==> src/rtl/sap_pkg.sv <==
`default_nettype none

package sap_pkg;

    localparam int data_w    = 8;   // Word width of the whole machine
    localparam int addr_w    = 4;   // Memory and PC address width
    localparam int mem_depth = 16;  // Bytes of program and data memory

    // Instruction byte is {opcode, operand}
    typedef enum logic [3:0] {
        NOP = 4'd0,
        LDA = 4'd1,
        ADD = 4'd2,
        SUB = 4'd3,
        STA = 4'd4,
        LDI = 4'd5,
        JMP = 4'd6,
        JC  = 4'd7,
        JZ  = 4'd8,
        OUT = 4'd14,
        HLT = 4'd15
    } opcode_e;

    // Sequencer steps, fetch in T0 and T1
    typedef enum logic [2:0] {
        T0,
        T1,
        T2,
        T3,
        T4,
        HALT
    } step_e;

    // Driver of the internal bus
    typedef enum logic [2:0] {
        BUS_NONE,   // Bus reads zero
        BUS_PC,
        BUS_RAM,
        BUS_IR,     // Operand nibble only
        BUS_A,
        BUS_ALU
    } bus_src_e;

    // One control word per cycle, all lines active high
    typedef struct packed {
        bus_src_e bus_src;
        logic     pc_inc;
        logic     pc_load;
        logic     mar_load;
        logic     ram_write;
        logic     ir_load;
        logic     a_load;
        logic     b_load;
        logic     alu_sub;
        logic     flag_load;  // Update carry and zero
        logic     out_load;
    } ctrl_word_t;

    typedef struct packed {
        logic carry;
        logic zero;
    } alu_flags_t;

    // Memory write request
    typedef struct packed {
        logic              en;
        logic [addr_w-1:0] addr;
        logic [data_w-1:0] data;
    } mem_wr_t;

endpackage

`default_nettype wire

==> src/rtl/sap_programmer.sv <==
`default_nettype none

module sap_programmer (
    input  logic             clk,
    input  logic             rst,
    input  logic             prog_mode,
    input  logic [7:0]       prog_data,
    input  logic             prog_valid,
    output logic             prog_ready,
    output sap_pkg::mem_wr_t loader_wr,
    output logic             core_hold
);
    import sap_pkg::*;

    logic              mode_q;     // prog_mode one cycle late
    logic              entry;      // First cycle of a programming window
    logic              accept;     // Handshake taken this cycle
    logic [addr_w-1:0] load_addr;  // Next byte goes here

    assign entry  = prog_mode & ~mode_q;
    // Gated by prog_mode so a late byte never lands while the core runs
    assign accept = prog_valid & prog_ready & prog_mode;

    always_ff @(posedge clk) begin
        if (rst) begin
            mode_q     <= 1'b0;
            prog_ready <= 1'b0;
        end else begin
            mode_q     <= prog_mode;
            prog_ready <= prog_mode;  // High the cycle after mode is seen
        end
    end

    // Address counter, wraps after 16 bytes
    always_ff @(posedge clk) begin
        if (rst || entry) begin
            load_addr <= '0;  // Every window starts at byte 0
        end else if (accept) begin
            load_addr <= load_addr + 1'b1;
        end
    end

    // Byte goes to memory in the same cycle it is accepted
    always_comb begin
        loader_wr.en   = accept;
        loader_wr.addr = load_addr;
        loader_wr.data = prog_data;
    end

    // Core stays in restart for the whole window
    assign core_hold = prog_mode;

endmodule

`default_nettype wire

==> src/rtl/sap_control.sv <==
`default_nettype none

module sap_control (
    input  logic                clk,
    input  logic                rst,
    input  logic                core_hold,
    input  sap_pkg::opcode_e    opcode,
    input  sap_pkg::alu_flags_t flags,
    input  logic                out_pending,  // Output byte not yet taken
    output sap_pkg::ctrl_word_t ctrl,
    output logic                halted
);
    import sap_pkg::*;

    step_e step_q;
    step_e step_d;

    always_ff @(posedge clk) begin
        if (rst || core_hold) begin
            step_q <= T0;
        end else begin
            step_q <= step_d;
        end
    end

    // Step sequence
    always_comb begin
        step_d = step_q;
        case (step_q)
            T0: step_d = T1;
            T1: step_d = T2;
            T2: begin
                if (opcode == HLT) begin
                    step_d = HALT;
                end else if (opcode == OUT && out_pending) begin
                    step_d = T2;  // Stall until the pending byte is taken
                end else begin
                    step_d = T3;
                end
            end
            T3:      step_d = T4;
            T4:      step_d = T0;
            HALT:    step_d = HALT;  // Only rst or hold leaves
            default: step_d = T0;
        endcase
    end

    // Control word decode
    always_comb begin
        ctrl = '0;  // Idle unless a step says otherwise
        if (!core_hold) begin
            case (step_q)
                T0: begin
                    ctrl.bus_src  = BUS_PC;   // Fetch address
                    ctrl.mar_load = 1'b1;
                end
                T1: begin
                    ctrl.bus_src = BUS_RAM;   // Instruction byte
                    ctrl.ir_load = 1'b1;
                    ctrl.pc_inc  = 1'b1;
                end
                T2: begin
                    case (opcode)
                        LDA, ADD, SUB, STA: begin
                            ctrl.bus_src  = BUS_IR;  // Operand is the data address
                            ctrl.mar_load = 1'b1;
                        end
                        LDI: begin
                            ctrl.bus_src = BUS_IR;
                            ctrl.a_load  = 1'b1;
                        end
                        JMP: begin
                            ctrl.bus_src = BUS_IR;
                            ctrl.pc_load = 1'b1;
                        end
                        JC: begin
                            ctrl.bus_src = BUS_IR;
                            ctrl.pc_load = flags.carry;
                        end
                        JZ: begin
                            ctrl.bus_src = BUS_IR;
                            ctrl.pc_load = flags.zero;
                        end
                        OUT: begin
                            if (!out_pending) begin
                                ctrl.bus_src  = BUS_A;
                                ctrl.out_load = 1'b1;
                            end
                        end
                        default: ;  // NOP, HLT and unused codes
                    endcase
                end
                T3: begin
                    case (opcode)
                        LDA: begin
                            ctrl.bus_src = BUS_RAM;
                            ctrl.a_load  = 1'b1;
                        end
                        ADD, SUB: begin
                            ctrl.bus_src = BUS_RAM;  // Second operand into B
                            ctrl.b_load  = 1'b1;
                        end
                        STA: begin
                            ctrl.bus_src   = BUS_A;
                            ctrl.ram_write = 1'b1;
                        end
                        default: ;
                    endcase
                end
                T4: begin
                    if (opcode == ADD || opcode == SUB) begin
                        ctrl.bus_src   = BUS_ALU;
                        ctrl.a_load    = 1'b1;
                        ctrl.alu_sub   = (opcode == SUB);
                        ctrl.flag_load = 1'b1;
                    end
                end
                default: ;  // HALT drives nothing
            endcase
        end
    end

    assign halted = (step_q == HALT);

endmodule

`default_nettype wire

==> src/rtl/sap_alu.sv <==
`default_nettype none

module sap_alu (
    input  logic                clk,
    input  logic                rst,
    input  logic                core_hold,
    input  logic [7:0]          a,
    input  logic [7:0]          b,
    input  sap_pkg::ctrl_word_t ctrl,
    output logic [7:0]          result,
    output sap_pkg::alu_flags_t flags
);
    import sap_pkg::*;

    logic [data_w-1:0] b_op;  // B or its inverse
    logic [data_w:0]   sum;   // Carry in the top bit

    // Subtract as A + ~B + 1
    assign b_op   = ctrl.alu_sub ? ~b : b;
    assign sum    = {1'b0, a} + {1'b0, b_op} + {{data_w{1'b0}}, ctrl.alu_sub};
    assign result = sum[data_w-1:0];

    always_ff @(posedge clk) begin
        if (rst || core_hold) begin
            flags <= '0;
        end else if (ctrl.flag_load) begin
            flags.carry <= sum[data_w];          // No borrow on SUB
            flags.zero  <= (sum[data_w-1:0] == '0);
        end
    end

endmodule

`default_nettype wire

==> src/rtl/sap_datapath.sv <==
`default_nettype none

module sap_datapath (
    input  logic                clk,
    input  logic                rst,
    input  logic                core_hold,
    input  sap_pkg::ctrl_word_t ctrl,
    input  logic [7:0]          rd_data,
    output logic [3:0]          mar,
    output sap_pkg::mem_wr_t    core_wr,
    output sap_pkg::opcode_e    opcode,
    output sap_pkg::alu_flags_t flags,
    output logic [7:0]          out_data,
    output logic                out_valid,
    input  logic                out_ready
);
    import sap_pkg::*;

    logic [addr_w-1:0] pc_q;
    logic [data_w-1:0] ir_q;
    logic [data_w-1:0] a_q;
    logic [data_w-1:0] b_q;
    logic [data_w-1:0] alu_result;
    logic [data_w-1:0] bus;

    // Internal bus, one source at a time
    always_comb begin
        case (ctrl.bus_src)
            BUS_PC:  bus = {{(data_w-addr_w){1'b0}}, pc_q};
            BUS_RAM: bus = rd_data;
            BUS_IR:  bus = {{(data_w-addr_w){1'b0}}, ir_q[addr_w-1:0]};  // Operand only
            BUS_A:   bus = a_q;
            BUS_ALU: bus = alu_result;
            default: bus = '0;  // BUS_NONE
        endcase
    end

    // Program counter
    always_ff @(posedge clk) begin
        if (rst || core_hold) begin
            pc_q <= '0;  // Restart point
        end else if (ctrl.pc_load) begin
            pc_q <= bus[addr_w-1:0];
        end else if (ctrl.pc_inc) begin
            pc_q <= pc_q + 1'b1;  // Wraps 15 to 0
        end
    end

    // Memory address and instruction registers
    always_ff @(posedge clk) begin
        if (rst) begin
            mar  <= '0;
            ir_q <= '0;
        end else begin
            if (ctrl.mar_load) mar  <= bus[addr_w-1:0];
            if (ctrl.ir_load)  ir_q <= bus;
        end
    end

    // Accumulator and B operand register
    always_ff @(posedge clk) begin
        if (ctrl.a_load) a_q <= bus;
        if (ctrl.b_load) b_q <= bus;
    end

    // Output register with valid/ready
    always_ff @(posedge clk) begin
        if (rst || core_hold) begin
            out_data  <= '0;
            out_valid <= 1'b0;
        end else if (ctrl.out_load) begin
            out_data  <= bus;
            out_valid <= 1'b1;
        end else if (out_ready) begin
            out_valid <= 1'b0;  // Byte taken
        end
    end

    assign opcode = opcode_e'(ir_q[data_w-1:addr_w]);

    // STA write, data from the bus at the current MAR
    always_comb begin
        core_wr.en   = ctrl.ram_write;
        core_wr.addr = mar;
        core_wr.data = bus;
    end

    sap_alu u_alu (
        .clk       (clk),
        .rst       (rst),
        .core_hold (core_hold),
        .a         (a_q),
        .b         (b_q),
        .ctrl      (ctrl),
        .result    (alu_result),
        .flags     (flags)
    );

endmodule

`default_nettype wire

==> src/rtl/sap_ram.sv <==
`default_nettype none

module sap_ram (
    input  logic             clk,
    input  logic             rst,
    input  logic [3:0]       addr,
    output logic [7:0]       rd_data,
    input  sap_pkg::mem_wr_t core_wr,
    input  sap_pkg::mem_wr_t loader_wr
);
    import sap_pkg::*;

    logic [data_w-1:0] mem [mem_depth];  // Flip-flop storage

    always_ff @(posedge clk) begin
        if (rst) begin
            for (int i = 0; i < mem_depth; i++) begin
                mem[i] <= '0;  // All NOP
            end
        end else if (loader_wr.en) begin
            mem[loader_wr.addr] <= loader_wr.data;  // Loader has priority
        end else if (core_wr.en) begin
            mem[core_wr.addr] <= core_wr.data;
        end
    end

    assign rd_data = mem[addr];  // Asynchronous read

endmodule

`default_nettype wire

==> src/rtl/sap_cpu_top.sv <==
`default_nettype none

module sap_cpu_top (
    input  logic       clk,
    input  logic       rst,
    input  logic       prog_mode,
    input  logic [7:0] prog_data,
    input  logic       prog_valid,
    output logic       prog_ready,
    output logic [7:0] out_data,
    output logic       out_valid,
    input  logic       out_ready,
    output logic       halted
);
    import sap_pkg::*;

    mem_wr_t           loader_wr;   // Loader to memory
    mem_wr_t           core_wr;     // STA path
    logic              core_hold;   // Core in restart while loading
    ctrl_word_t        ctrl;
    opcode_e           opcode;
    alu_flags_t        flags;
    logic [addr_w-1:0] mar;
    logic [data_w-1:0] rd_data;

    sap_programmer u_programmer (
        .clk        (clk),
        .rst        (rst),
        .prog_mode  (prog_mode),
        .prog_data  (prog_data),
        .prog_valid (prog_valid),
        .prog_ready (prog_ready),
        .loader_wr  (loader_wr),
        .core_hold  (core_hold)
    );

    sap_control u_control (
        .clk         (clk),
        .rst         (rst),
        .core_hold   (core_hold),
        .opcode      (opcode),
        .flags       (flags),
        .out_pending (out_valid),  // Stalls OUT until taken
        .ctrl        (ctrl),
        .halted      (halted)
    );

    sap_datapath u_datapath (
        .clk       (clk),
        .rst       (rst),
        .core_hold (core_hold),
        .ctrl      (ctrl),
        .rd_data   (rd_data),
        .mar       (mar),
        .core_wr   (core_wr),
        .opcode    (opcode),
        .flags     (flags),
        .out_data  (out_data),
        .out_valid (out_valid),
        .out_ready (out_ready)
    );

    sap_ram u_ram (
        .clk       (clk),
        .rst       (rst),
        .addr      (mar),
        .rd_data   (rd_data),
        .core_wr   (core_wr),
        .loader_wr (loader_wr)
    );

endmodule

`default_nettype wire

==> config.mk <==
export PLATFORM = sky130hd
export DESIGN_NAME = sap_cpu_top
export DESIGN_NICKNAME = d
export VERILOG_FILES = /design/src/rtl/sap_pkg.sv /design/src/rtl/sap_programmer.sv /design/src/rtl/sap_control.sv /design/src/rtl/sap_alu.sv /design/src/rtl/sap_datapath.sv /design/src/rtl/sap_ram.sv /design/src/rtl/sap_cpu_top.sv
export SDC_FILE = /design/constraint.sdc
export NUM_CORES = 1
export LEC_CHECK = 0
export BUFFER_PORTS_ARGS = -buffer_cell sky130_fd_sc_hd__buf_4
export CAP_MARGIN = 0
export CORE_MARGIN = 2
export CORE_UTILIZATION = 55
export CTS_CLUSTER_SIZE = 28
export DETAILED_ROUTE_END_ITERATION = 16
export GPL_TIMING_DRIVEN = 0
export PLACE_DENSITY = 0.83
export SLEW_MARGIN = 20
export SYNTH_ARGS = -nofsm -noshare
export SYNTH_HDL_FRONTEND = slang
export SYNTH_SLANG_ARGS = --single-unit
==> constraint.sdc <==
create_clock -name clk -period 10.2 [get_ports clk]
set_input_delay 2.04 -clock clk [delete_from_list [all_inputs] [get_ports clk]]
set_output_delay 2.04 -clock clk [all_outputs]
set_load 0.03 [all_outputs]
# After elaboration in Yosys (flattened, before gate mapping)
# Memories as Yosys holds them, arrays and structs flattened. A register that Yosys moved wholly into a read port is not among the register bits.
# Index checks and enable logic that the tools add are counted.
# word_totals
ram_bits	128
wordCells	106
regBits	51
n_memories	1
out_inout_bits	11
# classes
reduce_logical	14
muxes	50
bitwise	5
eq_ne	20
add_sub_neg	4
# memory_table
memory	depth	word_bits	read_ports	rd_clocked_by_memory_dff	write_ports	line	rtl
u_ram.mem	16	8	1	1	16	sap_ram.sv:13	logic [data_w-1:0] mem [mem_depth];
# ops
cell	count
$pmux W8 S5	1
$pmux W3 S5	2
$mux W1	27
$mux W4	6
$mux W8	3
$reduce_or A8 Y1	3
$eq A4 B3 Y1 const B	4
$mux W13	1
$eq A3 B2 Y1 const B	4
$eq A3 B3 Y1 const B	4
$eq A4 B4 Y1 const B	3
$pmux W3 S2	2
$add A8 B8 Y9	1
$add A9 B1 Y9	1
$mux W3	3
$add A4 B1 Y4 const B	2
$eq A4 B2 Y1 const B	2
$logic_not A8 Y1	1
$not A8 Y8	1
$eq A3 B1 Y1 const B	2
$pmux W1 S3	2
$eq A4 B1 Y1 const B	1
$mux W2	2
$reduce_bool A2 Y1	2
9 further kinds	13

# Logic depth before layout (Yosys ltp)
# logic_depth
ltp_word	11
depth_mapped	13

# By module
# From an unflattened synthesis, not the netlist that was laid out.
# hier_totals
hier_cells	757
hier_area_um2	9257.6
# modules_own_cells
mod	cells_per_inst	n_inst	seq_area_each_um2	area_per_inst_um2
sap_ram	418	1	3843.7	6025.8
sap_datapath	165	1	980.9	1883.1
sap_alu	68	1	40.0	544.3
sap_control	69	1	60.1	501.7
sap_programmer	37	1	100.1	302.8

# Least setup slack after synthesis
# No wires, ideal clock.
# synth_timing
path_type	input to register
start	input prog_mode
end	memory u_ram.mem[0][6] (data pin)
path_slack_ns	5.186
cell_stages	12
arrival_ns	4.752
setup_time_ns	0.262
n_path_buf	1
cell_sequence	nor4b_1 -> nand2_1 -> xnor2_1 -> inv_1 -> fa_1 -> nor2b_1 -> o31a_1 -> o311a_1 -> nor3_1 -> o41ai_4 -> buf_6 -> nor2_1
# synth_rtl
item	line	rtl
start: declaration	sap_cpu_top.sv:6	input logic prog_mode,
end: declaration	sap_ram.sv:13	

==> flow_summary.toml <==
[outcome]
outcome = "finished, final reports clean"

[worst_hold_path]
hold_path_depth = 2
hold_path_class = "reg -> reg"

[placement]
dp_hpwl_mm = 16.1
place_congestion = 0.936
numPortBuffers = 22
place_area_um2 = 9360

[floorplan]
num_rows = 46
io_pins = 24
die_area_um2 = 17200
die_w_um = 131
initial_core_util_pct = 56.1
die_h_um = 131
core-area_um2 = 15900

[synth]
syn_nets = 756
synthFlopType = "edfxtp_1"
ys_warn_count = 0
yosysSeqAreaShare_pct = 57.3
synth-seq-cells = 183
netlist_area_um2 = 8910
avgSynthCellArea_um2 = 12.2
yosysUniqueCellTypes = 74
synthArstFlopShare_pct = 0
syn_inst = 733
synth_edf_count = 144

[routing]
vias = 6507
wl_mm = 23.4
first_pass_iters = 5
via_per_inst = 6.49
ant_nets = 0
dr.first_iter.drc_count = 985
wl_per_cell_um = 23.3
drc = 0

[grt]
grt_max_degree = 21
grt.met3_usage_pct = 6.98
first_global_vias = 6271
antenna_found_initial = 0
grtUsageTotal_pct = 27.9
grt_pass1_wl_mm = 35.8
grt_use_met1_pct = 36.1
use_met2_pct = 45.0
overflow = 0
grt_busiest_layer = "met2"

[worst_setup_path]
startpoint_type = "input pin"
required_ns = 10.39
cp_max_fo = 10
reg2regPathDepth = 13
arrival_ns = 5.73
worst_setup_path_end_kind = "flop"
setup.worst_path.class = "in -> reg"

[timing]
finalHoldViolations = 0
drv_slew = 0
period_needed_ns = 5.54
fin_skew_ns = 0.00691
grt_setup_unrepaired = "false"
slew_headroom_pct = 30.5
post-route-period-util_pct = 54.3
finalSetupTns_ns = 0
timing.hold.ws_ns = 0.504
fmax_ghz = 0.180
setup_viol = 0
tightest_slew_ns = 1.04

[power]
peakVddDrop_mv = 0.144
p_per_area_nw_per_um2 = 163
power_leakage_uw = 0.00354

[clocking]
cts_tree = "yes"
ctsHtreeMaxLevel = 4
postCtsSetupBuffers = 0
max-clock-path-buffers = 2
cts_made_buffers = 17
clock_latency_ns = 0.45
clkSlewWorstSetupHoldPaths_ns = 0.08
root_buffer = "clkbuf_16"
ctsHoldBuffers = 0
clkSinkCount = 183
cts_resized = 0

[run]
maxCapViolations = 0

[finish]
final_common_cell = "edfxtp_1"
nets = 797
drive_gt1_share_pct = 16.0
layout_common_cells = "144 x edfxtp_1, 140 x nor2_1, 42 x nand2_1"
nFillCells = 1237
fin_area_um2 = 9960
diodes = 0
area_growth_syn_to_layout_pct = 11.8
stage by stage:
step	total power (uW)	instances	setup slack [ns]	util [%]
final	1620	1003	4.66	62.7
after global routing	1660	1003	4.39	62.7
after CTS	1620	1003	4.67	62.7
after detailed placement	966	971	4.20	58.9
after global placement	961	971	4.29	58.8
after floorplan	924	733	5.19	-
per-layer routing:
layer / wire length [um] / vias to the layer above / part of all wire, %
li1: - / 2855 / -
met1: 8690 / 3148 / 37
met2: 11200 / 438 / 48
met3: 2560 / 66 / 11
met4: 874 / 0 / 3.7
met5: 0 / - / 0
sequential cells by signal, indices dropped and copies added, names as in the netlist, named ones only:
| signal | flops |
|---|---|
| u_datapath.b_q | 8 |
| u_datapath.u_alu.flags | 2 |
| u_programmer.prog_ready | 1 |
| u_datapath.ir_q | 8 |
| u_datapath.out_data | 8 |
| u_datapath.pc_q | 4 |
| u_datapath.mar | 4 |
| u_datapath.out_valid | 1 |
| u_ram.mem | 128 |
| u_datapath.a_q | 8 |
| u_programmer.load_addr | 4 |
| u_control.step_q | 3 |
layout make-up:
class	count	area (um2)	area share (%)
Multi-Input combinational cell	498	3570	35.9
Inverter	15	56.3	0.565
Timing Repair Buffer	22	165	1.66
Clock buffer	17	425	4.27
Clock inverter	15	176	1.77
Tap cell	216	270	2.71
Buffer	37	191	1.92
Sequential cell	183	5100	51.2
worst paths after layout:
| kind | from | end | slack [ns] |
|---|---|---|---|
| worst max-delay path | prog_mode | u_ram.mem[8][6] | 4.66 |
| worst min-delay path | u_datapath.out_data[3] | u_datapath.out_data[3] | 0.50 |
| worst max register to register | u_datapath.ir_q[4] | u_ram.mem[8][6] | 5.75 |
| worst min register to register | u_datapath.out_data[3] | u_datapath.out_data[3] | 0.50 |
cells in the mapped netlist (15+ instances only):
cell type	number	area share (%)
a211oi_1	23	1.9
a21oi_1	23	1.3
clkbuf_1	16	0.67
dfxtp_1	39	8.8
edfxtp_1	144	49
inv_1	15	0.63
mux4_2	29	7.3
nand2_1	42	1.8
nand2b_1	20	1.4
nor2_1	140	5.9
nor3_1	39	2.2
o21ai_0	16	0.90
report_power, final:
group,internal [uW],switching (uW)
clock,334,335
combinational,46.0,74.8
sequential,822,9.93
total,1200,419
logic make-up (layout without fill, tap and decap cells):
| kind of cell | after synthesis | count (layout) | synth area share, % |
|---|---|---|---|
| fa+ha+maj | 10 | 10 | 1.49 |
| simple gates | 313 | 313 | 17.0 |
| xor+xnor | 15 | 15 | 1.47 |
| flops | 183 | 183 | 57.3 |
| compound gates | 108 | 108 | 8.87 |
| mux | 52 | 52 | 11.1 |
| buf+inv | 52 | 106 | 2.78 |
worst max-delay path, stage by stage:
cell	delay, ns
buf_4	0.11
nor4b_1	0.66
nand2_1	0.49
xnor2_1	0.33
inv_1	0.08
fa_1	0.41
nor2b_1	0.20
o31a_1	0.20
o311a_1	0.20
nor3_1	0.09
o41ai_4	0.62
buf_6	0.25
nor2_1	0.05
Note: power is estimated with default switching activity, not from simulation.
